## src/verilog/stream_done.sv

```systemverilog
`timescale 1ns/1ps

module stream_done (
    input  logic clk,
    input  logic rst,
    input  logic fir_valid,
    input  logic fft_valid,
    output logic done
);

    logic fir_valid_q;
    logic fft_valid_q;
    logic in_end;
    logic out_end;
    // input has stopped, last result not out yet
    logic wait_drain;

    // falling edges of both strobes
    always_ff @(posedge clk or posedge rst) begin
        if (rst) begin
            fir_valid_q <= 1'b0;
            fft_valid_q <= 1'b0;
        end else begin
            fir_valid_q <= fir_valid;
            fft_valid_q <= fft_valid;
        end
    end

    assign in_end  = fir_valid_q & ~fir_valid;
    assign out_end = fft_valid_q & ~fft_valid;

    // clearing on done wins over a new input fall
    always_ff @(posedge clk or posedge rst) begin
        if (rst) begin
            wait_drain <= 1'b0;
            done       <= 1'b0;
        end else begin
            done <= wait_drain & out_end;
            if (wait_drain && out_end) begin
                wait_drain <= 1'b0;
            end else if (in_end) begin
                wait_drain <= 1'b1;
            end
        end
    end

endmodule

```

## config.mk

```make
export PLATFORM = sky130hd
export DESIGN_NAME = stream_done
export DESIGN_NICKNAME = d
export VERILOG_FILES = /design/src/verilog/stream_done.sv
export SDC_FILE = /design/constraint.sdc
export NUM_CORES = 1
export LEC_CHECK = 0
export BUFFER_PORTS_ARGS = -buffer_cell sky130_fd_sc_hd__buf_4
export CAP_MARGIN = 15
export CORE_AREA = 2 2 39 41
export DETAILED_ROUTE_END_ITERATION = 8
export DIE_AREA = 0 0 41 43
export PLACE_DENSITY = 0.3
export SLEW_MARGIN = 10
export SYNTH_ARGS = -nofsm -noshare
export SYNTH_HDL_FRONTEND = slang
export SYNTH_SLANG_ARGS = --single-unit
```

## constraint.sdc

```tcl
create_clock -name clk -period 1.3 [get_ports clk]
set_clock_uncertainty 0.15 [all_clocks]
set_input_delay 0 -clock clk [delete_from_list [all_inputs] [get_ports clk]]
set_output_delay 0 -clock clk [all_outputs]
set_load 0.1 [all_outputs]
```

==> load_flow_metrics.sql <==
INSERT INTO impl_metrics (metric_group, metric, value, unit) VALUES
('sta', 'timing.final.setup_violations', '0', ''),
('final_layout', 'n_antenna_cell', '0', ''),
('detailed_routing', 'total_length_of_routed_wires', '292', 'µm'),
('clocking', 'cts.htree.levels', '1', ''),
('detailed_routing', 'drt_iter0_markers', '1', ''),
('worst_setup_path', 'timing.rr.start', 'fir_valid_q', ''),
('clocking', 'total_setup_buffers_inserted_after_cts', '0', ''),
('sta', 'max_slew_margin', '81.6', '%'),
('job', 'maxCapViolations', '0', ''),
('global_route', 'grt_pass1_wl', '538', 'µm'),
('floorplanning', 'chipWidth', '41', 'µm'),
('detailed_routing', 'wl_met1', '52', 'µm'),
('worst_hold_path', 'worstHoldPathType', 'in -> async', ''),
('worst_setup_path', 'type_of_the_worst_setup_path', 'in -> reg', ''),
('detailed_routing', 'via_count', '114', ''),
('logic_synthesis', 'ys_seq_area_share', '69.0', '%'),
('logic_synthesis', 'synth_top_area_share', '69.0', '%'),
('logic_synthesis', 'syn-instance-count', '10', ''),
('sta', 'tightest_slew', '0.279', 'ns'),
('sta', 'fmax', '996', 'MHz'),
('global_route', 'grt_pass1_vias', '139', ''),
('global_route', 'maximum_number_of_pins_on_one_net_before_global_route_repair', '5', ''),
('worst_setup_path', 'worst_ep_required_time', '1.27', 'ns'),
('clocking', 'cts.clk_slew.worst_paths', '0.04', 'ns'),
('final_layout', 'post-route-cell-area', '248', 'µm²'),
('sta', 'rsz0062_at_grt', 'false', ''),
('clocking', 'tritoncts', 'done', ''),
('floorplanning', 'top_level_ports', '5', ''),
('final_layout', 'layoutNonFillerInstCount', '36', ''),
('floorplanning', 'design.die.area', '1760', 'µm²'),
('place', 'port_buffers', '4', ''),
('floorplanning', 'core_footprint', '1380', 'µm²'),
('detailed_routing', 'detailedRoute.firstPassIterationCount', '2', ''),
('pwr', 'power_frac_seq', '41.6', '%'),
('logic_synthesis', 'synth_cell_type_count', '6', ''),
('run_status', 'outcome', 'completed', ''),
('clocking', 'post_cts_hold_buffer_count', '3', ''),
('logic_synthesis', 'synth.area.top_cells', 'sky130_fd_sc_hd__dfrtp_1, sky130_fd_sc_hd__nand2b_4, sky130_fd_sc_hd__nor3b_2', ''),
('detailed_routing', 'dr_wl_met3', '9', 'µm'),
('clocking', 'tritoncts.num_buffers', '3', ''),
('clocking', 'clock_latency_at_the_later_pin_of_the_worst_skew_pair', '0.23', 'ns'),
('place', 'finalWeightedCongestion', '0.459', ''),
('detailed_routing', 'routed_wire_length_per_instance', '8.11', 'µm'),
('logic_synthesis', 'synth_fp_nets', '14', ''),
('pwr', 'comb_power_share', '14.9', '%'),
('sta', 'hold_viol_final', '0', ''),
('clocking', 'clock_path_buffers', '2', ''),
('worst_setup_path', 'critPathMaxFanout', '2', ''),
('logic_synthesis', 'syn_avg_cell_area', '14.5', 'µm²'),
('worst_setup_path', 'setup.worst_path.end_class', 'flip-flop', ''),
('sta', 'final_period_util', '77.2', '%'),
('sta', 'totalNegativeSetupSlack', '0', 'ns'),
('pwr', 'switching_share', '24.5', '%'),
('logic_synthesis', 'netlist.top_cell.by_area', 'sky130_fd_sc_hd__dfrtp_1', ''),
('worst_setup_path', 'worst_setup_path_start_kind', 'input pin', ''),
('global_route', 'grt_antenna_before_repair', '0', ''),
('sta', 'final-max-slew-violation-count', '0', ''),
('detailed_routing', 'detailroute.wirelength.met2', '186', 'µm'),
('pwr', 'vdd_drop_max', '185', 'µV'),
('pwr', 'clockPowerShare', '43.5', '%'),
('global_route', 'globalRouteTotalUtil', '6.34', '%'),
('final_layout', 'synthToLayoutAreaGrowth', '70.7', '%'),
('final_layout', 'fillerInstances', '150', ''),
('pwr', 'p_per_area', '1410', 'nW/µm²'),
('place', 'place_inst', '30', ''),
('logic_synthesis', 'synthesis.area', '145', 'µm²'),
('pwr', 'reported_leakage_power', '0.000126', 'µW'),
('pwr', 'p_int', '264', 'µW'),
('detailed_routing', 'dr.max_layer_used', 'met4', ''),
('final_layout', 'final_layout_size_suffix_gt1_share', '45.0', '%'),
('pwr', 'switchingPower', '85.5', 'µW');
==> layer usage <==
metal	up-vias	global-route usage, %
met3	4	3.14
met1	54	2.59
met5	-	0
met4	0	16.0
met2	6	7.81
li1	50	-
==> Yosys cell counts <==
cell and count:
sky130_fd_sc_hd__nor3b_2 1, sky130_fd_sc_hd__nor2_1 1, sky130_fd_sc_hd__a21o_1 1, sky130_fd_sc_hd__inv_1 2, sky130_fd_sc_hd__nand2b_4 1, sky130_fd_sc_hd__dfrtp_1 4
==> sequential cells by signal (all words and copies together) (netlist names) <==
register	flops
done	1
fft_valid_q	1
fir_valid_q	1
wait_drain	1
==> power by group through the flow <==
stage	Sequential, µW	Clock, µW	Combinational [µW]
final	145	152	52.1
after global routing	147	174	56.3
after CTS	146	161	53.3
after detailed placement	147	0	46.1
after global placement	146	0	44.5
after floorplan	161	0	15.1
==> worst max-delay path, stage by stage <==
cell and delay, ns:
sky130_fd_sc_hd__dlygate4sd3_1 0.53, sky130_fd_sc_hd__buf_4 0.14, sky130_fd_sc_hd__nand2b_4 0.13, sky130_fd_sc_hd__a21o_1 0.17
==> worst paths after layout <==
path	end	depth (start not counted)
setup / recovery	wait_drain	4
hold / removal	fft_valid_q	3
setup reg to reg	wait_drain	2
hold reg to reg	done	2
max in group asynchronous	wait_drain	3
min in group clk	fft_valid_q	2
==> final cells by class <==
class / count / area, µm² / share of cell area [%]
clock buffer: 3 / 22.5 / 9.09
inverter: 2 / 7.51 / 3.03
multi-input combinational: 4 / 37.5 / 15.2
sequential: 4 / 100 / 40.4
tap: 16 / 20.0 / 8.08
timing repair buffer: 7 / 60.1 / 24.2
==> stage by stage <==
step	setup WS [ns]	power [µW]	utilization (%)
after floorplan	0.267	176	-
after CTS	0.281	360	17.9
after global placement	0.420	190	14.1
after detailed placement	0.397	193	14.1
after global routing	0.259	377	17.9
final	0.296	349	17.9
==> logic make-up after synthesis <==
family	share of synthesized area (%)
flip-flops	69.0
buffers and inverters	5.17
AND/OR/NAND/NOR	20.7
AO/OA/AOI/OAI	5.17
==> layout by cell type (no fill, tap or decap) <==
master	Yosys	final
sky130_fd_sc_hd__dfrtp_1	4	4
sky130_fd_sc_hd__buf_4	0	4
sky130_fd_sc_hd__clkbuf_4	0	3
sky130_fd_sc_hd__dlygate4sd3_1	0	3
sky130_fd_sc_hd__inv_1	2	2
sky130_fd_sc_hd__nand2b_4	1	1
sky130_fd_sc_hd__nor2_1	1	1
sky130_fd_sc_hd__nor3b_2	1	1
sky130_fd_sc_hd__a21o_1	1	1
(Power assumes the default switching activity.)
