===== src/include/fft_settings.svh =====
`ifndef FFT_SETTINGS_SVH
`define FFT_SETTINGS_SVH

// frame geometry
`define FFT_POINTS      16
`define FFT_STAGES      4

// sample width at the ports
`define FFT_SAMPLE_W    16

// internal fixed-point word, 8 fraction bits
`define FFT_ACC_W       32
`define FFT_FRAC_SHIFT  8

// twiddle coefficients, 1.0 == 0x10000
`define FFT_TW_W        18
`define FFT_TW_FRAC     16

`endif


===== src/verilog/fft_pkg.sv =====
`include "fft_settings.svh"

package fft_pkg;

    ////////////////////
    // scalar words
    ////////////////////

    // real input or output sample
    typedef logic signed [`FFT_SAMPLE_W-1:0] sample_t;

    // working word inside the transform
    typedef logic signed [`FFT_ACC_W-1:0] acc_t;

    typedef logic signed [`FFT_TW_W-1:0] twiddle_t;

    ////////////////////
    // composite words
    ////////////////////

    typedef struct packed {
        acc_t re;
        acc_t im;
    } cplx_t;

    // slot 0 in the low bits
    typedef sample_t [`FFT_POINTS-1:0] frame_t;

    // 5 and 6 are unused encodings
    typedef enum logic [2:0] {
        ST_IDLE   = 3'd0,
        ST_STAGE1 = 3'd1,
        ST_STAGE2 = 3'd2,
        ST_STAGE3 = 3'd3,
        ST_STAGE4 = 3'd4,
        ST_DONE   = 3'd7
    } stage_t;

endpackage


===== src/verilog/sample_collector.sv =====
`timescale 1ns/1ps
`include "fft_settings.svh"

module sample_collector (
    input  logic             clk,
    input  logic             rst,
    input  fft_pkg::sample_t fir_d,
    input  logic             fir_valid,
    output fft_pkg::frame_t  frame,
    output logic             frame_ready
);

    localparam int CNT_W = $clog2(`FFT_POINTS);
    localparam logic [CNT_W-1:0] LAST_SLOT = CNT_W'(`FFT_POINTS - 1);

    logic [CNT_W-1:0] slot;

    // slot counter and frame strobe
    always_ff @(posedge clk or posedge rst) begin
        if (rst) begin
            slot        <= '0;
            frame_ready <= 1'b0;
        end else if (fir_valid) begin
            frame_ready <= (slot == LAST_SLOT);
            slot        <= (slot == LAST_SLOT) ? '0 : slot + 1'b1;
        end else begin
            frame_ready <= 1'b0;
        end
    end

    // each accepted sample lands in its own slot
    always_ff @(posedge clk) begin
        if (fir_valid) begin
            frame[slot] <= fir_d;
        end
    end

    // a full frame takes 16 accepted samples, so the strobe can't repeat
    a_ready_single: assert property (
        @(posedge clk) disable iff (rst)
        frame_ready |=> !frame_ready
    );

endmodule


===== config.mk =====
export PLATFORM = sky130hd
export DESIGN_NAME = sample_collector
export DESIGN_NICKNAME = d
export VERILOG_FILES = /design/src/verilog/fft_pkg.sv /design/src/verilog/sample_collector.sv
export VERILOG_INCLUDE_DIRS = /design/src /design/src/include
export SDC_FILE = /design/constraint.sdc
export NUM_CORES = 1
export LEC_CHECK = 0
export BUFFER_PORTS_ARGS = -buffer_cell sky130_fd_sc_hd__buf_2
export CAP_MARGIN = 20
export CELL_PAD_IN_SITES_DETAIL_PLACEMENT = 0
export CELL_PAD_IN_SITES_GLOBAL_PLACEMENT = 1
export CORE_MARGIN = 1
export CORE_UTILIZATION = 38
export DETAILED_ROUTE_END_ITERATION = 7
export PLACE_DENSITY_LB_ADDON = 0.1
export SYNTH_ARGS = -nofsm -noshare
export SYNTH_HDL_FRONTEND = slang
export SYNTH_SLANG_ARGS = --single-unit

===== constraint.sdc =====
create_clock -name clk -period 1.7 [get_ports clk]
set_clock_uncertainty 0.1 [all_clocks]
set_input_delay 0.51 -clock clk [delete_from_list [all_inputs] [get_ports clk]]
set_output_delay 0.51 -clock clk [all_outputs]
set_load 0.02 [all_outputs]

==> metrics.md <==
| Metric | Value |
|---|---|
| Status | `finished with violations` |
| Failing checks | `negative setup slack` |
| Post-CTS setup-driven buffer insertion count | `0` |
| Layout cells sized above 1 | `approximately 56%` |
| YS warnings | `0` |
| Final Wtd Congestion | `approximately 0.76` |
| CP max FO | `1` |
| Post-synth top area cell | `edfxtp_1` |
| CP Cell Sequence | `buf_6` |
| P_sw | `roughly 0.0037 W` |
| CTS sink cnt | `261` |
| Part of the power in combinational logic | `between 10% and 20%` |
| Initial antenna violation count | `0` |
| Height of the die | `roughly 150 microns` |
| CTS tree | `built` |
| Vias | `between 4000 and 5000` |
| Reg clk slew, reported paths | `about 0.060 ns` |
| Vias in the first global route | `around 4200` |
| Primary FF master, synth | `edfxtp_1` |
| Post-Place Cells | `870` |
| Max stage delay cell, worst path | `edfxtp_1` |
| # diodes | `0` |
| Crit. End Element | `primary output` |
| Final TNS setup | `-0.490 ns` |
| Synth top cells by count | `256 x edfxtp_1, 16 x and2_1, 5 x dfrtp_1` |
| Pleak | `approximately 4.5 nW` |
| Clk root buf | `clkbuf_16` |
| Sequential area share after synthesis | `96.6%` |
| Area contributors post-synth | `edfxtp_1 95%, dfrtp_1 1.5%, and2_1 1.2%, ha_1 0.62%, nand2_1 0.19%` |
| DR pass1 iterations | `4` |
| Top cell type's share of synthesized area | `95.1%` |
| Final setup violation count | `28` |
| Internal Power | `0.0120 W` |
| Buf/Inv on CP | `1` |
| Area occupied by multi-input gates | `274 sq um` |
| Critical path required time | `1.09 ns` |
| Pins Over Slew Limit | `0` |
| Die area | `21900 sq um` |
| Total gr overflow | `0` |
| Netlist cell types | `17` |
| I/O Pins | `around 280` |
| Number of buffers created by CTS | `26` |
| Rows | `between 50 and 60` |
| Period minus WS final | `about 1.8 ns` |
| Final design area excluding fillers | `around 12000 sq um` |
| Pwr Total | `about 0.016 W` |
| Fill cells | `approximately 1600` |
| Width of the die | `148 microns` |
| Slew headroom | `about three quarters` |
| Slew of the pin with the lowest slew margin | `0.378 ns` |
| Final WS setup | `-0.0621 ns` |
| Register area | `7810 sq um` |
| EDFF count, synth | `approximately 260` |
| Vias per cell | `about 4.6` |
| Wire per inst | `23.8 microns` |
| Critical path launch point type | `flip-flop` |
| Maximum VDD drop | `~0.7 mV` |
| Routed Antenna Nets | `0` |
| Clock tree buffer depth | `3` |
| P per Cell Area | `roughly 1300 nW/um^2` |
| FMAX | `approximately 570 MHz` |
| H-tree depth | `1` |
| DR DRC count | `0` |
| CP peak stage delay | `around 0.47 ns` |
| Fin. Hold Viols | `0` |
| CP arrival | `1.15 ns` |
| Syn avg cell area | `26.9 sq um` |
| Max-cap violations | `0` |
| Utilization after layout | `between 50% and 60%` |
| Post-Synthesis Cells | `around 300` |
| Post-DP HPWL | `roughly 15000 microns` |
| Syn_nets | `between 300 and 400` |
| R2r setup slk | `roughly 0.13 ns` |
| Clock network power share | `a little under two fifths` |
| Tot GR Track Use | `about a fifth` |
| Most common cell in the netlist | `edfxtp_1` |
| Initial core utilization | `between 30% and 40%` |
| Largest net degree at the start of global routing | `17` |
| Routed WL | `~22000 microns` |
| IO Port Bufs | `275` |
| Cell Area, Synth | `slightly above 8000 sq um` |
| Sw Share | `23.6%` |
| Core area | `~20000 sq um` |
| Sequential power share | `around 50%` |
| Asr flop ratio synth | `approximately 1.9%` |
| Flops & latches, synth | `approximately 260` |
| Area grow syn2layout | `47.4%` |
| Clk Latency, worst-skew pair | `between 0.5 and 0.6 ns` |
| Part of the cycle the worst path needs | `104%` |
| Cell family with most CP delay | `flip-flops` |
| Setup CP Type | `reg -> out` |
| Final layout net count | `between 600 and 700` |
| Placement-stage cell area | `slightly above 10000 sq um` |
| RSZ-0062 raised after global routing | `yes` |
| First-pass GRT wire length | `slightly below 30000 microns` |
| Post-route insts no fill | `between 900 and 1000` |
| Hold Path Class | `in -> reg` |
| Initial drt markers | `approximately 250` |
## sequential cells by signal (all words and copies together), names as in the netlist
signal / flops
frame_ready: 1
frame: 256
slot: 4
## per-layer routing
metal	GRT usage (%)	routed length (microns)	vias to the layer above
met3	3.43	1410	26
met1	27.5	9560	2163
met4	4.38	345	0
li1	-	-	1856
met2	32.0	10500	197
met5	0	0	-
## placed cells by master, fill, tap and decap left out, drive strengths merged
| cell | Yosys | layout |
|---|---|---|
| xnor2 | 1 | 1 |
| ha | 4 | 4 |
| buf | 1 | 300 |
| clkinv | 0 | 6 |
| bufinv | 0 | 5 |
| nand3 | 3 | 3 |
| inv | 3 | 3 |
| and3b | 2 | 2 |
| nor3b | 1 | 1 |
| and3 | 1 | 1 |
| and2 | 16 | 16 |
| edfxtp | 256 | 256 |
| a21oi | 1 | 1 |
| dfrtp | 5 | 5 |
| clkinvlp | 0 | 6 |
| nand2 | 4 | 4 |
| dlygate4sd3 | 0 | 1 |
| clkbuf | 0 | 30 |
| o21ai | 3 | 3 |
## kinds of logic after synthesis
family | Yosys count | share of synthesized area, %
xor gates and xnor gates | 1 | 0.108
and+or+nand+nor | 27 | 2.17
buffers and inverters | 4 | 0.232
adders and majority gates | 4 | 0.619
DFF | 261 | 96.6
AOI/OAI and AO/OA | 4 | 0.247
## what timing repair did
action / CTS / global route
endpoints found under the setup margin: 96 / 119
hold buffers: 1 / 0
pin swaps: 0 / 0
hold endpoints to repair: 5 / 0
gates resized for setup: 190 / 54
## layout make-up
cell class | instances | area share, %
Inverter | 3 | 0.0945
Clock buffer | 30 | 5.76
Sequential cell | 261 | 65.5
Multi-Input combinational cell | 36 | 2.30
Timing Repair Buffer | 301 | 21.6
Clock inverter | 17 | 1.91
Tap cell | 270 | 2.83
## stage by stage
stage	hold slack, ns	setup slack [ns]
finish	0.208	-0.0621
global route	0.222	-0.0795
CTS	0.181	-0.0698
detailed placement	0.323	-0.0379
global placement	0.321	-0.0114
floorplan	0.189	0.106
## worst reg2reg max path, delay by kind of cell (launching register included)
kind | cells | cell delay, ns
buffers and inverters | 2 | 0.32
adder cells (fa/ha/maj) | 1 | 0.23
flip-flops | 1 | 0.42
AND/OR/NAND/NOR | 1 | 0.19
## worst paths after layout
kind | from | endpoint | cells after the start
worst max-delay path | frame[247] | frame[247] | 1
worst min-delay path | fir_valid | slot[0] | 2
max in group asynchronous | rst | slot[3] | 3
min in group asynchronous | rst | slot[2] | 3
worst max register to register | slot[0] | frame[143] | 4
worst min register to register | slot[0] | slot[3] | 2
## power by group through the flow
stage,clock network [W],registers [W],logic [W]
global placement,0,0.00798,0.00172
finish,0.00598,0.00787,0.00191
CTS,0.00608,0.00787,0.00189
global route,0.00629,0.00790,0.00202
detailed placement,0,0.00796,0.00174
floorplan,0,0.00837,0.000350
(Power assumes the default switching activity.)
