File: src/include/fft_settings.svh
`ifndef FFT_SETTINGS_SVH
`define FFT_SETTINGS_SVH

// frame geometry
`define FFT_POINTS      16
`define FFT_STAGES      4

// sample width at the ports
`define FFT_SAMPLE_W    16

// internal fixed-point word, 8 fraction bits
`define FFT_ACC_W       32
`define FFT_FRAC_SHIFT  8

// twiddle coefficients, 1.0 == 0x10000
`define FFT_TW_W        18
`define FFT_TW_FRAC     16

`endif

File: src/verilog/fft_pkg.sv
`include "fft_settings.svh"

package fft_pkg;

    ////////////////////
    // scalar words
    ////////////////////

    // real input or output sample
    typedef logic signed [`FFT_SAMPLE_W-1:0] sample_t;

    // working word inside the transform
    typedef logic signed [`FFT_ACC_W-1:0] acc_t;

    typedef logic signed [`FFT_TW_W-1:0] twiddle_t;

    ////////////////////
    // composite words
    ////////////////////

    typedef struct packed {
        acc_t re;
        acc_t im;
    } cplx_t;

    // slot 0 in the low bits
    typedef sample_t [`FFT_POINTS-1:0] frame_t;

    // 5 and 6 are unused encodings
    typedef enum logic [2:0] {
        ST_IDLE   = 3'd0,
        ST_STAGE1 = 3'd1,
        ST_STAGE2 = 3'd2,
        ST_STAGE3 = 3'd3,
        ST_STAGE4 = 3'd4,
        ST_DONE   = 3'd7
    } stage_t;

endpackage

File: src/verilog/fft_output_seq.sv
`timescale 1ns/1ps

module fft_output_seq (
    input  logic            clk,
    input  logic            rst,
    input  logic            core_done,
    input  fft_pkg::frame_t bins_re,
    input  fft_pkg::frame_t bins_im,
    output fft_pkg::frame_t fft_d,
    output logic            fft_valid
);

    // high while the imaginary word is due at the next edge
    logic phase;

    ////////////////////
    // valid window
    ////////////////////

    always_ff @(posedge clk or posedge rst) begin
        if (rst) begin
            phase     <= 1'b0;
            fft_valid <= 1'b0;
        end else begin
            phase     <= core_done;
            fft_valid <= core_done | phase;
        end
    end

    ////////////////////
    // output word
    ////////////////////

    // real parts first, imaginary parts one cycle later
    always_ff @(posedge clk) begin
        if (core_done) begin
            fft_d <= bins_re;
        end else if (phase) begin
            fft_d <= bins_im;
        end
    end

endmodule

File: config.mk
export PLATFORM = sky130hd
export DESIGN_NAME = fft_output_seq
export DESIGN_NICKNAME = d
export VERILOG_FILES = /design/src/verilog/fft_pkg.sv /design/src/verilog/fft_output_seq.sv
export VERILOG_INCLUDE_DIRS = /design/src /design/src/include
export SDC_FILE = /design/constraint.sdc
export NUM_CORES = 1
export LEC_CHECK = 0
export BUFFER_PORTS_ARGS = -buffer_cell sky130_fd_sc_hd__buf_2
export CAP_MARGIN = 30
export CORE_AREA = 2 2 302 304
export CTS_CLUSTER_DIAMETER = 60
export DETAILED_ROUTE_END_ITERATION = 10
export DIE_AREA = 0 0 304 306
export PLACE_DENSITY = 0.4
export SYNTH_ARGS = -nofsm -noshare
export SYNTH_HDL_FRONTEND = slang
export SYNTH_SLANG_ARGS = --single-unit
File: constraint.sdc
create_clock -name clk -period 9.8 [get_ports clk]
set_input_delay 0.49 -clock clk [delete_from_list [all_inputs] [get_ports clk]]
set_output_delay 0.49 -clock clk [all_outputs]
set_load 0.01 [all_outputs]
==> results of run 1 <==
[worst reg2reg max path: stages, from the launching register on]
cell and delay [ns]:
dfrtp_1 0.32, or2_4 0.33, buf_4 0.58, buf_4 0.74
[state kept, by name, summed over array words and instances, names as in the netlist]
name and cells:
fft_d 256, fft_valid 1, phase 1
[per-layer routing]
| metal | vias to the layer above | global-route usage, % | share of wire [%] |
|---|---|---|---|
| met1 | 3692 | 8.72 | 34 |
| met2 | 452 | 16.0 | 51 |
| met3 | 66 | 5.07 | 13 |
| li1 | 3743 | - | - |
| met5 | - | 0 | 0.059 |
| met4 | 4 | 3.12 | 3.0 |
[final cells by class]
cell class                 instances  area share, %
sequential                       258           42.7
timing repair buffer             779           21.9
multi-input combinational        257           20.7
tap                             1176           8.12
clock buffer                      46           5.53
clock inverter                    22           1.03
inverter                           1         0.0207
antenna                            1         0.0138
[power breakdown]
part           switching [W]  internal (W)  leakage, nW
combinational       0.000222      0.000255         5.09
sequential         0.0000254       0.00133         2.63
clock               0.000521      0.000785        0.578
total               0.000769       0.00237         8.29
[stage by stage]
stage               power, W  instance area [µm²]
floorplan            0.00161                11900
global placement     0.00186                16900
detailed placement   0.00187                16900
CTS                  0.00322                18100
global route         0.00329                18100
finish               0.00314                18100
[kinds of logic (layout without fill, tap and decap cells)]
group | after synthesis | count (layout) | share of synthesized area [%]
AND/OR/NAND/NOR | 1 | 1 | 0.0528
other | 0 | 1 | 0
buffers and inverters | 30 | 848 | 3.10
multiplexers | 256 | 256 | 31.6
flip-flops | 258 | 258 | 65.3
[final timing paths]
path                              start    endpoint  slack [ns]  cells past startpoint
max                           core_done  fft_d[197]        7.13                      4
min                        bins_im[123]  fft_d[123]        0.24                      2
max reg2reg                       phase  fft_d[197]        7.32                      3
min reg2reg                       phase   fft_valid        0.75                      1
max in group asynchronous           rst       phase        9.33                      3
min in group asynchronous           rst   fft_valid        0.36                      3
[timing repair]
item                                    4_1_cts  5_1_grt
endpoints found under the setup margin        0        0
endpoints found under the hold margin         2        0
hold buffers                                  1        0
[cell usage in the layout (no fill, tap or decap), types with 3 or more instances in the layout]
cell         n
clkinv_4     3
inv_6        3
buf_4        4
buf_2      770
clkbuf_1     7
clkbuf_16   39
edfxtp_1   256
clkinv_2     5
mux2_4     229
mux2_2      27
clkinv_1     6
==> reports/results.ini, run 1 <==
[yosys]
avgSynthCellArea_um2 = 21.8
yosys.area.top_type = edfxtp_1
synth_cell_type_count = 10
yosysMostFrequentCell = edfxtp_1
synth_common_cells = edfxtp_1, mux2_4, mux2_2
syn_nets = 1060
ys_ff_latch = 258
async_reset_ff_share_pct = 0.775
synth.top_cells.by_area = edfxtp_1, mux2_4, mux2_2, buf_6, buf_8
synth_top_flop_cell = edfxtp_1
yosys.area.top_type_share_pct = 64.9
ys_seq_area_share_pct = 65.3
yosysWarnings = 0
synth_edf_count = 256
syn_inst = 545
post_synth_instance_area_mm2 = 0.0119

[placed_design]
gp_congestion = 0.787
dp.cells = 2469
hpwl_mm = 36.1
portBuffers = 771
dp_slack_ns = 6.45

[pwr]
p_leak_nw = 8.29
powerDensity_mw_per_mm2 = 173
ir_drop_mv = 0.0704

[critical_path]
max_stage_delay_ns = 0.74
crit_type = in -> reg
worstPathMaxFanout = 65
worstPathCellList = buf_8 -> or2_4 -> buf_4 -> buf_4
critPathTopFamily = buffers and inverters
arrival_ns = 2.83
crit_path_frequent_cell = buf_4
critPathBufInv = 3
start_kind = input pin
critPathRequiredTime_ns = 9.96
critPathSlowestCell = buf_4
crit_path_end_kind = register

[finish]
drive_above_1_share_pct = 80.0
fillerInstances = 9680
multi_input_area_mm2 = 0.00375
register_area_mm2 = 0.00774
syn2layout_area_growth_pct = 53.0
final_util_pct = 20.2
fin_cells = 2540
finalNetCount = 1849

[global_route]
track_usage_pct = 9.00
grt_max_degree = 127
antenna_found_initial = 4
grt_pass1_wl_mm = 60.6
grt-ovfl-total = 0
grt_pass1_vias = 8733

[outcome]
status = complete, no violations

[route]
drtAntennaViolNets = 0
wl_per_cell_um = 17.5
drt-initial-drc-count = 285
first_pass_iters = 4
wirelength_mm = 44.4
drc = 0
routed_via_density = 3.13
vias = 7957

[cts]
htree_levels = 2
clk_pin_slew_ns = 0.06
ctsResizeCount = 0
cts-root-buf = clkbuf_16
cts_setup_buffers = 0
cts_sinks = 258
numCtsBuffers = 37
max-clock-path-buffers = 3
cts_tree = yes
clkLatencyLatePin_ns = 0.54

[sta]
period_needed_ns = 2.67
rsz0062_at_grt = false
setup_viol = 0
slew_violations = 0
worst_pin_slew_ns = 1.04
fin_crit_sh_pct = 27.2
slew_headroom_pct = 30.7
tns_ns = 0
max_freq_mhz = 375
clock_skew_ns = 0.0126
holdWs_ns = 0.241
hold_viol = 0
layout_setup_ws_ns = 7.13

[floorplan]
coreArea_mm2 = 0.0896
dieArea_mm2 = 0.0930
fp-row-count = 110
die_y_um = 306
ios = 772
die_width_um = 304
initial_utilization_pct = 13.2

[job]
drv_cap = 0

[worst_hold_path]
worstHoldPathType = in -> reg

(Power assumes the default switching activity.)
==> run 2, diff against run 1 <==
ABC_AREA = 1   (was default)
CORE_AREA = 2 2 303 305   (was 2 2 302 304)
DIE_AREA = 0 0 305 307   (was 0 0 304 306)
clock period = 2.2 ns   (was 9.8 ns; I/O delays follow)
==> reports/results.ini, run 2 <==
[route]
drc = 0
wl_per_cell_um = 14.0
drtAntennaViolNets = 0
wirelength_mm = 50.3
vias = 12300
drt-initial-drc-count = 486
first_pass_iters = 6
routed_via_density = 3.41

[pwr]
p_sw_w = 0.00356
p_int_w = 0.0108
ir_drop_mv = 0.378
p_leak_nw = 11.0
seq_power_share_pct = 41.9
total_power_w = 0.0144
power_frac_comb_pct = 19.7
clockPowerShare_pct = 38.4
powerDensity_mw_per_mm2 = 636
swShare_pct = 24.7

[finish]
final_util_pct = 25.0
syn2layout_area_growth_pct = 104
final_common_cell = buf_2
antenna_cells = 0
drive_above_1_share_pct = 35.4
fillerInstances = 9798
mostFrequentLayoutCells = buf_2, nand2_1, dlygate4sd3_1
fin_cells = 3596
finalNetCount = 2904
stdcell_area_mm2 = 0.0226
largest_reg_flops = 256
largestRegisters = fft_d: 256 flops, fft_valid: 1 flops, phase: 1 flops
top_register = fft_d

[job]
drv_cap = 0

[yosys]
synth.top_cells.by_area = edfxtp_1, nand2_1, buf_6, buf_2, buf_4
synth_top_flop_cell = edfxtp_1
post_synth_instance_area_mm2 = 0.0111
yosysWarnings = 0
ys_ff_latch = 258
ys_seq_area_share_pct = 69.8
synth_edf_count = 256
yosysMostFrequentCell = nand2_1
synth_cell_type_count = 10
syn_inst = 1086
avgSynthCellArea_um2 = 10.2
yosys.area.top_type = edfxtp_1
async_reset_ff_share_pct = 0.775
syn_nets = 1601
yosys.area.top_type_share_pct = 69.3
synth_common_cells = nand2_1, edfxtp_1, buf_2

[cts]
clkLatencyLatePin_ns = 0.54
numCtsBuffers = 35
cts_sinks = 258
cts_tree = yes
max-clock-path-buffers = 3
htree_levels = 2
cts-root-buf = clkbuf_16
ctsResizeCount = 0
clk_pin_slew_ns = 0.05

[critical_path]
r2r_slack_ns = 0.79
arrival_ns = 2.42
worstPathMaxFanout = 62
start_kind = input pin
worstPathCellList = dlygate4sd3_1 -> buf_8 -> inv_8 -> buf_4 -> nand2_1 -> nand2_1 -> dlygate4sd3_1
critPathTopFamily = buffers and inverters
crit_type = in -> reg
crit_path_end_kind = register
critPathRequiredTime_ns = 2.60
critPathBufInv = 5
max_stage_delay_ns = 0.56
critPathSlowestCell = dlygate4sd3_1

[sta]
fin_crit_sh_pct = 92.0
period_needed_ns = 2.02
tns_ns = 0
slew_violations = 0
max_freq_mhz = 494
worst_pin_slew_ns = 0.695
setup_viol = 0
clock_skew_ns = 0.0125
hold_viol = 0
slew_headroom_pct = 53.7
rsz0062_at_grt = false

[placed_design]
hpwl_mm = 36.7
dpl-instance-area_mm2 = 0.0163
dp.cells = 3018
gp_congestion = 0.788
portBuffers = 771

[worst_hold_path]
worstHoldPathType = in -> reg

[floorplan]
initial_utilization_pct = 12.2
ios = 772
fp-row-count = 111
die_width_um = 305
dieArea_mm2 = 0.0936
die_y_um = 307
coreArea_mm2 = 0.0907

[global_route]
track_usage_pct = 10.2
grt_pass1_vias = 13000
antenna_found_initial = 2
grt_pass1_wl_mm = 73.5
grt-ovfl-total = 0
grt_max_degree = 111

[outcome]
status = complete, no violations

run 2: cell types whose count changed after synthesis:
cell,delta
nand2_1,+768
mux2_4,-229
mux2_2,-27
buf_2,+23
buf_8,-11
buf_6,+9
buf_4,+7
buf_12,-1
clkbuf_1,+1
inv_4,+1
run 2: layout make-up:
cell class                      instances  area (µm²)  share of cell area (%)
Timing Repair Buffer                 1323        9430                    41.6
Inverter                                2        15.0                  0.0663
Multi-Input combinational cell        769        2890                    12.8
Clock buffer                           47         951                    4.20
Clock inverter                         11         143                   0.630
Sequential cell                       258        7740                    34.2
Tap cell                             1186        1480                    6.55
run 2: metrics by stage:
stage | hold WS, ns | setup slack, ns
6_report | 0.372 | 0.177
5_1_grt | 0.343 | 0.0865
4_1_cts | 0.313 | 0.225
3_5_place_dp | -0.00215 | 0.720
3_3_place_gp | 0.0000888 | 0.726
2_1_floorplan | -0.149 | -0.429
run 2: kinds of logic after synthesis:
| kind of cell | Yosys count | synth area share (%) |
|---|---|---|
| simple gates | 769 | 26.1 |
| buf+inv | 59 | 4.16 |
| flops | 258 | 69.8 |
run 2: worst paths after layout:
path / start / cells after the start / end
max: core_done / 7 / fft_d[132]
min: bins_re[127] / 4 / fft_d[127]
max reg2reg: phase / 3 / fft_d[97]
min reg2reg: phase / 1 / fft_d[247]
max in group asynchronous: rst / 4 / phase
min in group asynchronous: rst / 4 / fft_valid
run 2: layer usage:
layer	GRT usage [%]	part of all wire, %	up-vias
li1	-	-	6095
met1	10.5	37	5546
met2	18.8	51	536
met3	3.38	8.0	99
met4	4.41	3.9	4
met5	0	0.054	-
run 2: timing repair:
action	in CTS	in global routing
endpoints found under the hold margin	259	0
buffers inserted	0	0
hold buffers	520	0
run 2: power groups by stage:
stage               sequential, W  clock, W  combinational (W)
detailed placement        0.00613         0            0.00198
finish                    0.00603   0.00553            0.00284
floorplan                 0.00636         0           0.000550
global placement          0.00613         0            0.00200
global route              0.00607   0.00597            0.00309
CTS                       0.00604   0.00583            0.00286
run 2: worst min-delay path: cells and delay by family:
| family | cells | cell delay (ns) |
|---|---|---|
| buffers and inverters | 2 | 0.60 |
| AND/OR/NAND/NOR | 2 | 0.09 |
==> run 3, diff against run 2 <==
ABC_CLOCK_PERIOD_IN_PS = 2500   (was default)
CORE_AREA = 2 2 304 306   (was 2 2 303 305)
DIE_AREA = 0 0 306 308   (was 0 0 305 307)
PLACE_DENSITY = 0.39   (was 0.4)
clock period = 2.5 ns   (was 2.2 ns; I/O delays follow)
==> reports/results.ini, run 3 (synthesis gave the netlist of run 2 again) <==
[route]
drtAntennaViolNets = 0
drt-initial-drc-count = 523
vias = 12200
wl_per_cell_um = 13.8
wirelength_mm = 49.5
routed_via_density = 3.39
drc = 0
first_pass_iters = 6

[critical_path]
crit_path_end_kind = register
arrival_ns = 2.48
crit_type = in -> reg
worstPathMaxFanout = 65
start_kind = input pin
critPathSlowestCell = dlygate4sd3_1
r2r_start = phase
crit_path_start = core_done
max_stage_delay_ns = 0.56
critPathRequiredTime_ns = 2.90
worstPathCellList = dlygate4sd3_1 -> clkbuf_8 -> inv_8 -> buf_12 -> nand2_1 -> nand2_1 -> dlygate4sd3_1

[finish]
largest_reg_flops = 256
mostFrequentLayoutCells = buf_2, nand2_1, dlygate4sd3_1
fin_cells = 3592
syn2layout_area_growth_pct = 104
finalNetCount = 2891
stdcell_area_mm2 = 0.0226
top_register = fft_d
final_common_cell = buf_2
largestRegisters = fft_d: 256 flops, fft_valid: 1 flops, phase: 1 flops
fillerInstances = 9829
drive_above_1_share_pct = 35.5

[cts]
cts_tree = yes
cts_hold_buf = 513
cts_setup_buffers = 0
ctsResizeCount = 0
max-clock-path-buffers = 3
htree_levels = 2
numCtsBuffers = 38
clkLatencyLatePin_ns = 0.54
clk_pin_slew_ns = 0.06
cts_sinks = 258
cts-root-buf = clkbuf_16

[sta]
slew_headroom_pct = 51.5
rsz0062_at_grt = false
hold_viol = 0
max_freq_mhz = 481
slew_violations = 0
fin_crit_sh_pct = 83.1
tns_ns = 0
setup_viol = 0
worst_pin_slew_ns = 0.728
period_needed_ns = 2.08
clock_skew_ns = 0.00858

[placed_design]
portBuffers = 771
hpwl_mm = 35.7
dp.cells = 3009
dpl-instance-area_mm2 = 0.0163
gp_congestion = 0.796

[floorplan]
die_y_um = 308
coreArea_mm2 = 0.0910
ios = 772
dieArea_mm2 = 0.0942
fp-row-count = 111
initial_utilization_pct = 12.2
die_width_um = 306

[pwr]
p_sw_w = 0.00326
ir_drop_mv = 0.337
clockPowerShare_pct = 39.5
p_leak_nw = 11.0
powerDensity_mw_per_mm2 = 567
seq_power_share_pct = 41.4
p_int_w = 0.00956
swShare_pct = 25.4
power_frac_comb_pct = 19.1

[global_route]
grt-ovfl-total = 0
grt_max_degree = 124
grt_pass1_wl_mm = 71.6
antenna_found_initial = 1
track_usage_pct = 9.91
grt_pass1_vias = 12700

[job]
drv_cap = 0

[worst_hold_path]
worstHoldPathType = in -> async

[outcome]
status = complete, no violations

## run 3: changes by cell type in the layout (fill, tap and decap cells not counted), sizes merged, moves of 3 or more
cell	delta
buf	-10
bufinv	-3
clkinv	+4
clkinvlp	+4
diode	+3
dlygate4sd3	-7
inv	+3
## run 3: layout make-up
class / count / area [µm²] / area share, %
Multi-Input combinational cell: 769 / 2890 / 12.8
Inverter: 2 / 15.0 / 0.0665
Sequential cell: 258 / 7740 / 34.2
Tap cell: 1186 / 1480 / 6.57
Clock buffer: 48 / 1050 / 4.66
Antenna cell: 3 / 7.51 / 0.0332
Timing Repair Buffer: 1307 / 9280 / 41.1
Clock inverter: 19 / 131 / 0.581
## run 3: worst paths after layout
check	depth (start not counted)	endpoint	slack (ns)
worst max-delay path	7	fft_d[124]	0.42
worst min-delay path	3	fft_valid	0.03
worst max register to register	3	fft_d[83]	1.02
worst min register to register	1	fft_d[218]	0.77
max in group asynchronous	3	phase	2.33
min in group clk	3	fft_d[114]	0.17
## run 3: metrics by stage
| stage | setup slack [ns] | hold slack [ns] | power [W] | utilization [%] |
|---|---|---|---|---|
| 5_1_grt | 0.288 | 0.0350 | 0.0135 | 24.8 |
| 6_report | 0.423 | 0.0339 | 0.0128 | 24.8 |
| 4_1_cts | 0.466 | 0.0157 | 0.0131 | 24.8 |
| 2_1_floorplan | -0.144 | -0.134 | 0.00608 | - |
| 3_3_place_gp | 0.836 | 0.00657 | 0.00710 | 17.9 |
| 3_5_place_dp | 0.822 | 0.0181 | 0.00710 | 17.9 |
## run 3: worst max-delay path: cells and delay by family
family | cells | cell delay [ns]
buf+inv | 5 | 2.04
simple gates | 2 | 0.19
## run 3: metal layers
layer,vias to the layer above,GRT usage (%),part of all wire [%],wire (µm)
li1,6083,-,-,-
met1,5492,10.5,38,18900
met2,529,18.3,51,25200
met3,71,3.29,8.1,3990
met4,2,3.40,2.9,1430
met5,-,0,0.026,13
## run 3: power groups by stage
stage	sequential [W]	clock, W	combinational, W
2_1_floorplan	0.00560	0	0.000484
3_5_place_dp	0.00539	0	0.00170
3_3_place_gp	0.00539	0	0.00172
4_1_cts	0.00531	0.00529	0.00247
6_report	0.00531	0.00507	0.00244
5_1_grt	0.00534	0.00547	0.00268
