File: config.mk
export PLATFORM = sky130hd
export DESIGN_NAME = fft_stage_ctrl
export DESIGN_NICKNAME = d
export VERILOG_FILES = /design/src/verilog/fft_pkg.sv /design/src/verilog/fft_stage_ctrl.sv
export VERILOG_INCLUDE_DIRS = /design/src /design/src/include
export SDC_FILE = /design/constraint.sdc
export NUM_CORES = 1
export LEC_CHECK = 0
export ABC_AREA = 1
export BUFFER_PORTS_ARGS = -buffer_cell sky130_fd_sc_hd__buf_2
export CORE_AREA = 2 2 39 41
export DETAILED_ROUTE_END_ITERATION = 10
export DIE_AREA = 0 0 41 43
export MAX_ROUTING_LAYER = met4
export SLEW_MARGIN = 40
export SYNTH_ARGS = -nofsm -noshare
export SYNTH_HDL_FRONTEND = slang
export SYNTH_SLANG_ARGS = --single-unit
File: constraint.sdc
create_clock -name clk -period 0.9 [get_ports clk]
set_input_delay 0.18 -clock clk [delete_from_list [all_inputs] [get_ports clk]]
set_output_delay 0.18 -clock clk [all_outputs]
set_load 0.02 [all_outputs]
File: src/include/fft_settings.svh
`ifndef FFT_SETTINGS_SVH
`define FFT_SETTINGS_SVH

// frame geometry
`define FFT_POINTS      16
`define FFT_STAGES      4

// sample width at the ports
`define FFT_SAMPLE_W    16

// internal fixed-point word, 8 fraction bits
`define FFT_ACC_W       32
`define FFT_FRAC_SHIFT  8

// twiddle coefficients, 1.0 == 0x10000
`define FFT_TW_W        18
`define FFT_TW_FRAC     16

`endif

File: src/verilog/fft_pkg.sv
`include "fft_settings.svh"

package fft_pkg;

    ////////////////////
    // scalar words
    ////////////////////

    // real input or output sample
    typedef logic signed [`FFT_SAMPLE_W-1:0] sample_t;

    // working word inside the transform
    typedef logic signed [`FFT_ACC_W-1:0] acc_t;

    typedef logic signed [`FFT_TW_W-1:0] twiddle_t;

    ////////////////////
    // composite words
    ////////////////////

    typedef struct packed {
        acc_t re;
        acc_t im;
    } cplx_t;

    // slot 0 in the low bits
    typedef sample_t [`FFT_POINTS-1:0] frame_t;

    // 5 and 6 are unused encodings
    typedef enum logic [2:0] {
        ST_IDLE   = 3'd0,
        ST_STAGE1 = 3'd1,
        ST_STAGE2 = 3'd2,
        ST_STAGE3 = 3'd3,
        ST_STAGE4 = 3'd4,
        ST_DONE   = 3'd7
    } stage_t;

endpackage

File: src/verilog/fft_stage_ctrl.sv
`timescale 1ns/1ps

module fft_stage_ctrl (
    input  logic            clk,
    input  logic            rst,
    input  logic            frame_ready,
    output fft_pkg::stage_t stage,
    output logic            core_done
);

    fft_pkg::stage_t next_stage;

    ////////////////////
    // next state
    ////////////////////

    // one butterfly stage per clock once a frame is in
    always_comb begin
        case (stage)
            fft_pkg::ST_IDLE: begin
                next_stage = frame_ready ? fft_pkg::ST_STAGE1 : fft_pkg::ST_IDLE;
            end
            fft_pkg::ST_STAGE1: begin
                next_stage = fft_pkg::ST_STAGE2;
            end
            fft_pkg::ST_STAGE2: begin
                next_stage = fft_pkg::ST_STAGE3;
            end
            fft_pkg::ST_STAGE3: begin
                next_stage = fft_pkg::ST_STAGE4;
            end
            fft_pkg::ST_STAGE4: begin
                next_stage = fft_pkg::ST_DONE;
            end
            default: begin
                next_stage = fft_pkg::ST_IDLE;
            end
        endcase
    end

    ////////////////////
    // state register
    ////////////////////

    always_ff @(posedge clk or posedge rst) begin
        if (rst) begin
            stage <= fft_pkg::ST_IDLE;
        end else begin
            stage <= next_stage;
        end
    end

    // buffer holds the finished transform during this state
    assign core_done = (stage == fft_pkg::ST_DONE);

    // collector must leave at least one frame time between strobes
    a_ready_when_idle: assert property (
        @(posedge clk) disable iff (rst)
        frame_ready |-> (stage == fft_pkg::ST_IDLE)
    );

endmodule

==> report_table.html, run 1 <==
<table>
<tr><th>Metric</th><th>Value</th></tr>
<tr><th colspan="2">Status</th></tr>
<tr><td>Result of the run</td><td>finished, violations left</td></tr>
<tr><td>Violations in the final reports</td><td>setup timing</td></tr>
<tr><th colspan="2">Logic synthesis</th></tr>
<tr><td>Number of nets produced by synthesis</td><td>21</td></tr>
<tr><td>Mapped Area</td><td>145 um^2</td></tr>
<tr><td>Syn avg cell area</td><td>8.06 um^2</td></tr>
<tr><td>Synthesized instance count</td><td>18</td></tr>
<tr><td>Total number of yosys warnings</td><td>0</td></tr>
<tr><td>Number of distinct library cells after synthesis</td><td>9</td></tr>
<tr><td>#FFs+latches synth</td><td>3</td></tr>
<tr><td>Sequential area share after synthesis</td><td>51.7%</td></tr>
<tr><th colspan="2">Setup path</th></tr>
<tr><td>Cell-by-cell listing of the critical path</td><td>nand2_2, nor2_4, buf_6</td></tr>
<tr><td>Slowest-stage cell, CP</td><td>dfrtp_2</td></tr>
<tr><td>Family with the most delay on the worst path</td><td>flip-flops</td></tr>
<tr><td>Slowest Stage Delay on Critical Path</td><td>0.41 ns</td></tr>
<tr><td>Launching element type of the critical path</td><td>register</td></tr>
<tr><td>Crit Path Class</td><td>reg -&gt; out</td></tr>
<tr><td>Worst path buffer plus inverter count</td><td>1</td></tr>
<tr><td>Data required time of the critical path</td><td>0.72 ns</td></tr>
<tr><td>CP endpoint kind</td><td>output port</td></tr>
<tr><td>Max Fanout on Critical Path</td><td>3</td></tr>
<tr><td>Critical Path AT</td><td>0.90 ns</td></tr>
<tr><th colspan="2">Floorplanning</th></tr>
<tr><td>I/O Pins</td><td>7</td></tr>
<tr><td>Die area</td><td>1760 um^2</td></tr>
<tr><td>Vert. Die Dim</td><td>43 um</td></tr>
<tr><td>Core Box Area</td><td>1380 um^2</td></tr>
<tr><td>Starting density of the core</td><td>10.5%</td></tr>
<tr><td>Std-Cell Rows</td><td>14</td></tr>
<tr><td>Width of the chip</td><td>41 um</td></tr>
<tr><th colspan="2">Routing</th></tr>
<tr><td>Wire length after detailed routing</td><td>429 um</td></tr>
<tr><td>Drt wl/cell</td><td>8.58 um</td></tr>
<tr><td>DRT antenna net count</td><td>0</td></tr>
<tr><td>Vias per inst</td><td>3.60</td></tr>
<tr><td>Drc violations</td><td>0</td></tr>
<tr><td>Drt first pass iters</td><td>2</td></tr>
<tr><td>Number of vias after detailed routing</td><td>180</td></tr>
<tr><td>Starting DRC count in detailed routing</td><td>4</td></tr>
<tr><th colspan="2">GRT</th></tr>
<tr><td>Total grt overflow</td><td>0</td></tr>
<tr><td>Largest net degree at the start of global routing</td><td>4</td></tr>
<tr><td>GRT Util Overall</td><td>6.78%</td></tr>
<tr><td>Antenna violations before repair</td><td>0</td></tr>
<tr><td>Vias in the first global route</td><td>183</td></tr>
<tr><td>Global-route wire length before repair</td><td>669 um</td></tr>
<tr><th colspan="2">Power</th></tr>
<tr><td>Total power density per cell area</td><td>3790 nW/um^2</td></tr>
<tr><td>Leakage Power</td><td>0.000150 uW</td></tr>
<tr><td>Max IR drop VDD</td><td>466 uV</td></tr>
<tr><th colspan="2">Finish</th></tr>
<tr><td>Final core utilization</td><td>21.9%</td></tr>
<tr><td>Biggest registers after layout</td><td>stage: 3 flops</td></tr>
<tr><td>Fraction of final layout cells sized beyond drive strength 1</td><td>76.5%</td></tr>
<tr><td>Final nets</td><td>38</td></tr>
<tr><td>Number of flip-flops under the largest register name</td><td>3</td></tr>
<tr><td>Area added between synthesis and finish</td><td>109%</td></tr>
<tr><td>Area of all placed cells without fillers</td><td>303 um^2</td></tr>
<tr><td>Reg with most FFs</td><td>stage</td></tr>
<tr><td>Diodes inserted</td><td>0</td></tr>
<tr><th colspan="2">Job</th></tr>
<tr><td>MaxCap Viol Count</td><td>0</td></tr>
<tr><th colspan="2">Clock tree</th></tr>
<tr><td>Buffer depth of the longest clock path</td><td>2</td></tr>
<tr><td>Total CTS buffers</td><td>3</td></tr>
<tr><td>Clock tree from TritonCTS</td><td>built</td></tr>
<tr><td>H-tree Lvls</td><td>1</td></tr>
<tr><td>Buffer cell driving the clock tree root</td><td>clkbuf_4</td></tr>
<tr><td>Worst skew pair latency</td><td>0.23 ns</td></tr>
<tr><td>Number of sinks handled by clock tree synthesis</td><td>3</td></tr>
<tr><td>Reg clk slew, reported paths</td><td>0.04 ns</td></tr>
<tr><th colspan="2">STA</th></tr>
<tr><td>Final Critical Period</td><td>1.08 ns</td></tr>
<tr><td>Worst slew margin relative to its limit</td><td>93.0%</td></tr>
<tr><td>Period utilization</td><td>120%</td></tr>
<tr><td>Maximum operating frequency</td><td>0.929 GHz</td></tr>
<tr><td>Setup-failing EPs final</td><td>4</td></tr>
<tr><td>Unrepaired setup endpoints after global routing</td><td>yes</td></tr>
<tr><td>Final-report max-slew violation count</td><td>0</td></tr>
<tr><td>Clock skew</td><td>0.00244 ns</td></tr>
<tr><td>Worst setup slack after layout</td><td>-0.177 ns</td></tr>
<tr><td>Worst slew pin tran</td><td>0.106 ns</td></tr>
<tr><td>Endpoints failing hold</td><td>0</td></tr>
<tr><th colspan="2">Place</th></tr>
<tr><td>GP Congestion</td><td>0.577</td></tr>
<tr><td>Detailed-placement wirelength estimate</td><td>237 um</td></tr>
<tr><td>Placement Cell Area</td><td>206 um^2</td></tr>
<tr><td>Count of buffers from port buffering</td><td>6</td></tr>
<tr><th colspan="2">Worst hold path</th></tr>
<tr><td>Min-Delay Path Class</td><td>in -&gt; reg</td></tr>
</table>
## cell usage in the layout, fill, tap and decap left out, types with 2 or more instances in the layout
| cell | count |
|---|---|
| buf_2 | 4 |
| buf_4 | 6 |
| clkbuf_4 | 3 |
| dfrtp_2 | 3 |
| inv_2 | 2 |
| nand2_1 | 3 |
| nand2_2 | 2 |
| nand3_1 | 2 |
| nand3_2 | 2 |
## synth_stat cells
| master | number | share of area, % |
|---|---|---|
| nand2_1 | 4 | 10 |
| dfrtp_1 | 3 | 52 |
| inv_1 | 3 | 7.8 |
| nand3_1 | 3 | 10 |
| inv_2 | 1 | 2.6 |
| nand2_2 | 1 | 4.3 |
| nand3_2 | 1 | 6.9 |
| nor2_1 | 1 | 2.6 |
| o21ai_0 | 1 | 3.4 |
## final timing paths
path / startpoint / end / slack [ns] / cells past startpoint
hold / removal: frame_ready / stage[0] / 0.19 / 3
setup reg to reg: stage[1] / stage[0] / 0.01 / 5
setup / recovery: stage[1] / core_done / -0.18 / 3
min in group asynchronous: rst / stage[1] / 0.36 / 3
hold reg to reg: stage[2] / stage[2] / 0.60 / 2
max in group asynchronous: rst / stage[2] / 0.40 / 3
## tightest hold or removal path: stages
cell and delay (ns):
buf_2 0.07, nand3_1 0.07, nand2_1 0.06
## through the flow
| stage | setup TNS (ns) | worst slack [ns] | power (uW) | cells | hold slack [ns] |
|---|---|---|---|---|---|
| 4_1_cts | -0.430 | -0.171 | 1060 | 49 | 0.187 |
| 2_1_floorplan | 0 | 0.0433 | 557 | 18 | -0.0663 |
| 5_1_grt | -0.567 | -0.203 | 1230 | 50 | 0.199 |
| 3_3_place_gp | 0 | 0.0201 | 661 | 40 | 0.0429 |
| 3_5_place_dp | 0 | 0.0193 | 663 | 40 | 0.0438 |
| 6_report | -0.432 | -0.177 | 1150 | 50 | 0.190 |
## cell families after synthesis
family	synth area share (%)
AOI/OAI and AO/OA	3.44
buffers and inverters	10.3
DFF	51.7
and+or+nand+nor	34.5
## layout make-up
type	count	area, um^2
clock buffer	4	26.3
fill	158	1080
inverter	4	17.5
multi-input combinational	11	73.8
sequential	3	78.8
tap	16	20.0
timing repair buffer	12	86.3
## power by group
group	total (uW)	internal (uW)	switching (uW)
Sequential	275	213	62.1
Combinational	639	288	351
Clock	233	166	67.4
## metal layers
layer  vias up  global-route usage [%]  routed length, um
met3         2                    3.14                 31
li1         89                       -                  -
met1        82                    4.17                134
met2         7                    10.0                249
met4         0                    10.0                 13
met5         -                       -                  0
## what timing repair did
item	4_1_cts	5_1_grt
hold buffers	1	0
resized for setup	5	5
setup endpoints to repair	4	7
pin swaps	1	1
buffers inserted	4	1
cloned	0	0
endpoints found under the hold margin	3	0
Power figures use the tool's default switching activity.
==> inputs of run 2 (changes only) <==
==> constraint.sdc (replaced) <==
create_clock -name clk -period 0.9 [get_ports clk]
set_input_delay 0.045 -clock clk [delete_from_list [all_inputs] [get_ports clk]]
set_output_delay 0.045 -clock clk [all_outputs]
set_load 0.02 [all_outputs]
==> run 2 against run 1 <==
Net effect: the run still ends with setup timing left; clock power about the same; fmax increased by 14%; sequential power decreased by 8.0%; critical endpoint unchanged; via count decreased by 5.6%; sequential share of layout area increased by 2.3 points; largest power group unchanged; flip-flop and latch count unchanged.
==> report_table.html, run 2 (synthesis results as in run 1) <==
<table>
<tr><th>Metric</th><th>Value</th></tr>
<tr><th colspan="2">Routing</th></tr>
<tr><td>Drc violations</td><td>0 (unchanged)</td></tr>
<tr><td>Drt first pass iters</td><td>2 (unchanged)</td></tr>
<tr><td>Number of vias after detailed routing</td><td>170 (was 180)</td></tr>
<tr><td>DRT antenna net count</td><td>0 (unchanged)</td></tr>
<tr><td>Starting DRC count in detailed routing</td><td>1 (was 4)</td></tr>
<tr><td>Wire length after detailed routing</td><td>398 um (was 429 um)</td></tr>
<tr><td>Drt wl/cell</td><td>8.29 um (was 8.58 um)</td></tr>
<tr><td>Vias per inst</td><td>3.54 (was 3.60)</td></tr>
<tr><th colspan="2">Clock tree</th></tr>
<tr><td>Total CTS buffers</td><td>3 (unchanged)</td></tr>
<tr><td>Buffer depth of the longest clock path</td><td>2 (unchanged)</td></tr>
<tr><td>Clock tree from TritonCTS</td><td>built (unchanged)</td></tr>
<tr><td>Number of sinks handled by clock tree synthesis</td><td>3 (unchanged)</td></tr>
<tr><td>Buffer cell driving the clock tree root</td><td>clkbuf_4 (unchanged)</td></tr>
<tr><td>Worst skew pair latency</td><td>0.23 ns (about the same)</td></tr>
<tr><td>Reg clk slew, reported paths</td><td>0.04 ns (about the same)</td></tr>
<tr><td>H-tree Lvls</td><td>1 (unchanged)</td></tr>
<tr><th colspan="2">Power</th></tr>
<tr><td>Register share of total power</td><td>24.7% (was 24.0%)</td></tr>
<tr><td>Clock power share</td><td>23.1% (was 20.3%)</td></tr>
<tr><td>Internal power consumption</td><td>592 uW (was 667 uW)</td></tr>
<tr><td>Total power density per cell area</td><td>3860 nW/um^2 (was 3790 nW/um^2)</td></tr>
<tr><td>Max IR drop VDD</td><td>409 uV (was 466 uV)</td></tr>
<tr><td>Part of the power in combinational logic</td><td>52.2% (was 55.7%)</td></tr>
<tr><td>Overall power of the completed layout</td><td>1020 uW (was 1150 uW)</td></tr>
<tr><td>Leakage Power</td><td>0.000141 uW (was 0.000150 uW)</td></tr>
<tr><td>Switching share of power</td><td>42.2% (was 41.9%)</td></tr>
<tr><td>Net switching power</td><td>431 uW (was 481 uW)</td></tr>
<tr><th colspan="2">Floorplanning</th></tr>
<tr><td>Vert. Die Dim</td><td>43 um (unchanged)</td></tr>
<tr><td>Die area</td><td>1760 um^2 (unchanged)</td></tr>
<tr><td>Core Box Area</td><td>1380 um^2 (unchanged)</td></tr>
<tr><td>Starting density of the core</td><td>10.5% (unchanged)</td></tr>
<tr><td>Width of the chip</td><td>41 um (unchanged)</td></tr>
<tr><td>I/O Pins</td><td>7 (unchanged)</td></tr>
<tr><td>Std-Cell Rows</td><td>14 (unchanged)</td></tr>
<tr><th colspan="2">STA</th></tr>
<tr><td>Endpoints failing hold</td><td>0 (unchanged)</td></tr>
<tr><td>Worst slew margin relative to its limit</td><td>88.6% (was 93.0%)</td></tr>
<tr><td>Final Critical Period</td><td>0.948 ns (was 1.08 ns)</td></tr>
<tr><td>Worst setup slack after layout</td><td>-0.0481 ns (was -0.177 ns)</td></tr>
<tr><td>Unrepaired setup endpoints after global routing</td><td>yes (unchanged)</td></tr>
<tr><td>Period utilization</td><td>105% (was 120%)</td></tr>
<tr><td>Maximum operating frequency</td><td>1.05 GHz (was 0.929 GHz)</td></tr>
<tr><td>Setup-failing EPs final</td><td>1 (was 4)</td></tr>
<tr><td>Clock skew</td><td>0.00151 ns (was 0.00244 ns)</td></tr>
<tr><td>Worst slew pin tran</td><td>0.170 ns (was 0.106 ns)</td></tr>
<tr><td>Final-report max-slew violation count</td><td>0 (unchanged)</td></tr>
<tr><th colspan="2">Setup path</th></tr>
<tr><td>Crit Path Class</td><td>reg -&gt; out (unchanged)</td></tr>
<tr><td>CP endpoint kind</td><td>output port (unchanged)</td></tr>
<tr><td>Data required time of the critical path</td><td>0.85 ns (was 0.72 ns)</td></tr>
<tr><td>Slowest-stage cell, CP</td><td>dfrtp_1 (was dfrtp_2)</td></tr>
<tr><td>Launching element type of the critical path</td><td>register (unchanged)</td></tr>
<tr><td>Max Fanout on Critical Path</td><td>3 (unchanged)</td></tr>
<tr><td>Slowest Stage Delay on Critical Path</td><td>0.39 ns (was 0.41 ns)</td></tr>
<tr><td>Family with the most delay on the worst path</td><td>flip-flops (unchanged)</td></tr>
<tr><td>Cell-by-cell listing of the critical path</td><td>nand2_1, nor2_2, buf_4 (was nand2_2, nor2_4, buf_6)</td></tr>
<tr><td>Critical Path AT</td><td>0.90 ns (about the same)</td></tr>
<tr><td>Worst path buffer plus inverter count</td><td>1 (unchanged)</td></tr>
<tr><th colspan="2">GRT</th></tr>
<tr><td>Antenna violations before repair</td><td>0 (unchanged)</td></tr>
<tr><td>Global-route wire length before repair</td><td>607 um (was 669 um)</td></tr>
<tr><td>Largest net degree at the start of global routing</td><td>4 (unchanged)</td></tr>
<tr><td>Vias in the first global route</td><td>161 (was 183)</td></tr>
<tr><td>Total grt overflow</td><td>0 (unchanged)</td></tr>
<tr><td>GRT Util Overall</td><td>6.37% (was 6.78%)</td></tr>
<tr><th colspan="2">Worst hold path</th></tr>
<tr><td>Min-Delay Path Class</td><td>in -&gt; reg (unchanged)</td></tr>
<tr><th colspan="2">Status</th></tr>
<tr><td>Violations in the final reports</td><td>setup timing (unchanged)</td></tr>
<tr><td>Result of the run</td><td>finished, violations left (unchanged)</td></tr>
<tr><th colspan="2">Place</th></tr>
<tr><td>GP Congestion</td><td>0.517 (was 0.577)</td></tr>
<tr><td>Detailed-placement wirelength estimate</td><td>254 um (was 237 um)</td></tr>
<tr><td>Placement Cell Area</td><td>198 um^2 (was 206 um^2)</td></tr>
<tr><td>Post-placement setup slack</td><td>0.118 ns (was 0.0193 ns)</td></tr>
<tr><td>Count of buffers from port buffering</td><td>6 (unchanged)</td></tr>
<tr><th colspan="2">Finish</th></tr>
<tr><td>Area of all placed cells without fillers</td><td>265 um^2 (was 303 um^2)</td></tr>
<tr><td>Number of flip-flops under the largest register name</td><td>3 (unchanged)</td></tr>
<tr><td>Commonest cells after routing, fill and taps aside</td><td>5 x buf_2, 4 x nand2_1 (was 6 x buf_4, 4 x buf_2, 3 x nand2_1, 3 x clkbuf_4, 3 x dfrtp_2)</td></tr>
<tr><td>Commonest non-fill, non-tap cell in the layout</td><td>buf_2 (was buf_4)</td></tr>
<tr><td>Fraction of final layout cells sized beyond drive strength 1</td><td>56.3% (was 76.5%)</td></tr>
<tr><td>Diodes inserted</td><td>0 (unchanged)</td></tr>
<tr><td>Final nets</td><td>36 (was 38)</td></tr>
<tr><td>Area added between synthesis and finish</td><td>82.8% (was 109%)</td></tr>
<tr><td>Reg with most FFs</td><td>stage (unchanged)</td></tr>
<tr><td>Biggest registers after layout</td><td>stage: 3 flops (unchanged)</td></tr>
<tr><th colspan="2">Job</th></tr>
<tr><td>MaxCap Viol Count</td><td>0 (unchanged)</td></tr>
</table>
## run 2: cell types whose count changed in the layout (fill, tap and decap cells not counted), sizes merged
cell  previous run  this run
buf             11         9
## run 2: tightest hold or removal path, cell delays in order
cell	delay, ns
buf_2	0.08
nand3_1	0.07
nand2_1	0.06
## run 2: path summary, 6_finish.rpt
check | startpoint | end | slack (ns) | cells past startpoint
worst max register to register | stage[1] | stage[1] | 0.05 | 5
max in group asynchronous | rst | stage[2] | 0.56 | 3
worst min-delay path | frame_ready | stage[0] | 0.06 | 3
worst min register to register | stage[2] | stage[1] | 0.61 | 3
min in group asynchronous | rst | stage[1] | 0.22 | 3
worst max-delay path | stage[1] | core_done | -0.05 | 3
## run 2: final cells by class
cell class / count / area [um^2]
Timing Repair Buffer: 10 / 68.8
Clock buffer: 4 / 26.3
Fill cell: 154 / 1120
Inverter: 4 / 17.5
Sequential cell: 3 / 75.1
Tap cell: 16 / 20.0
Multi-Input combinational cell: 11 / 57.6
## run 2: metrics by stage
step,util [%],TNS [ns],instances,hold slack [ns]
6_report,19.2,-0.0481,48,0.0640
5_1_grt,19.2,-0.0967,48,0.0692
4_1_cts,18.7,-0.0563,48,0.0619
3_5_place_dp,14.3,0,40,-0.0856
3_3_place_gp,14.3,0,40,-0.0914
2_1_floorplan,-,0,18,-0.201
## run 2: power groups by stage
stage / Sequential [uW] / Clock (uW) / Combinational (uW)
2_1_floorplan: 335 / 0 / 193
3_3_place_gp: 264 / 0 / 366
3_5_place_dp: 267 / 0 / 377
4_1_cts: 248 / 248 / 503
5_1_grt: 261 / 259 / 590
6_report: 253 / 236 / 534
## run 2: what timing repair did
action / in CTS / in global routing
endpoints found under the hold margin: 3 / 0
hold buffers: 1 / 0
buffers inserted: 3 / 0
gates resized for setup: 2 / 3
setup endpoints to repair: 1 / 4
## run 2: per-layer routing
metal  part of all wire, %  global-route usage (%)  vias to the layer above  routed length [um]
met1                    36                    3.85                       82                 142
met5                     0                       -                        -                   0
met4                     0                    10.0                        0                   0
met2                    60                    9.06                        5                 240
met3                   3.5                    3.14                        0                  14
li1                      -                       -                       83                   -
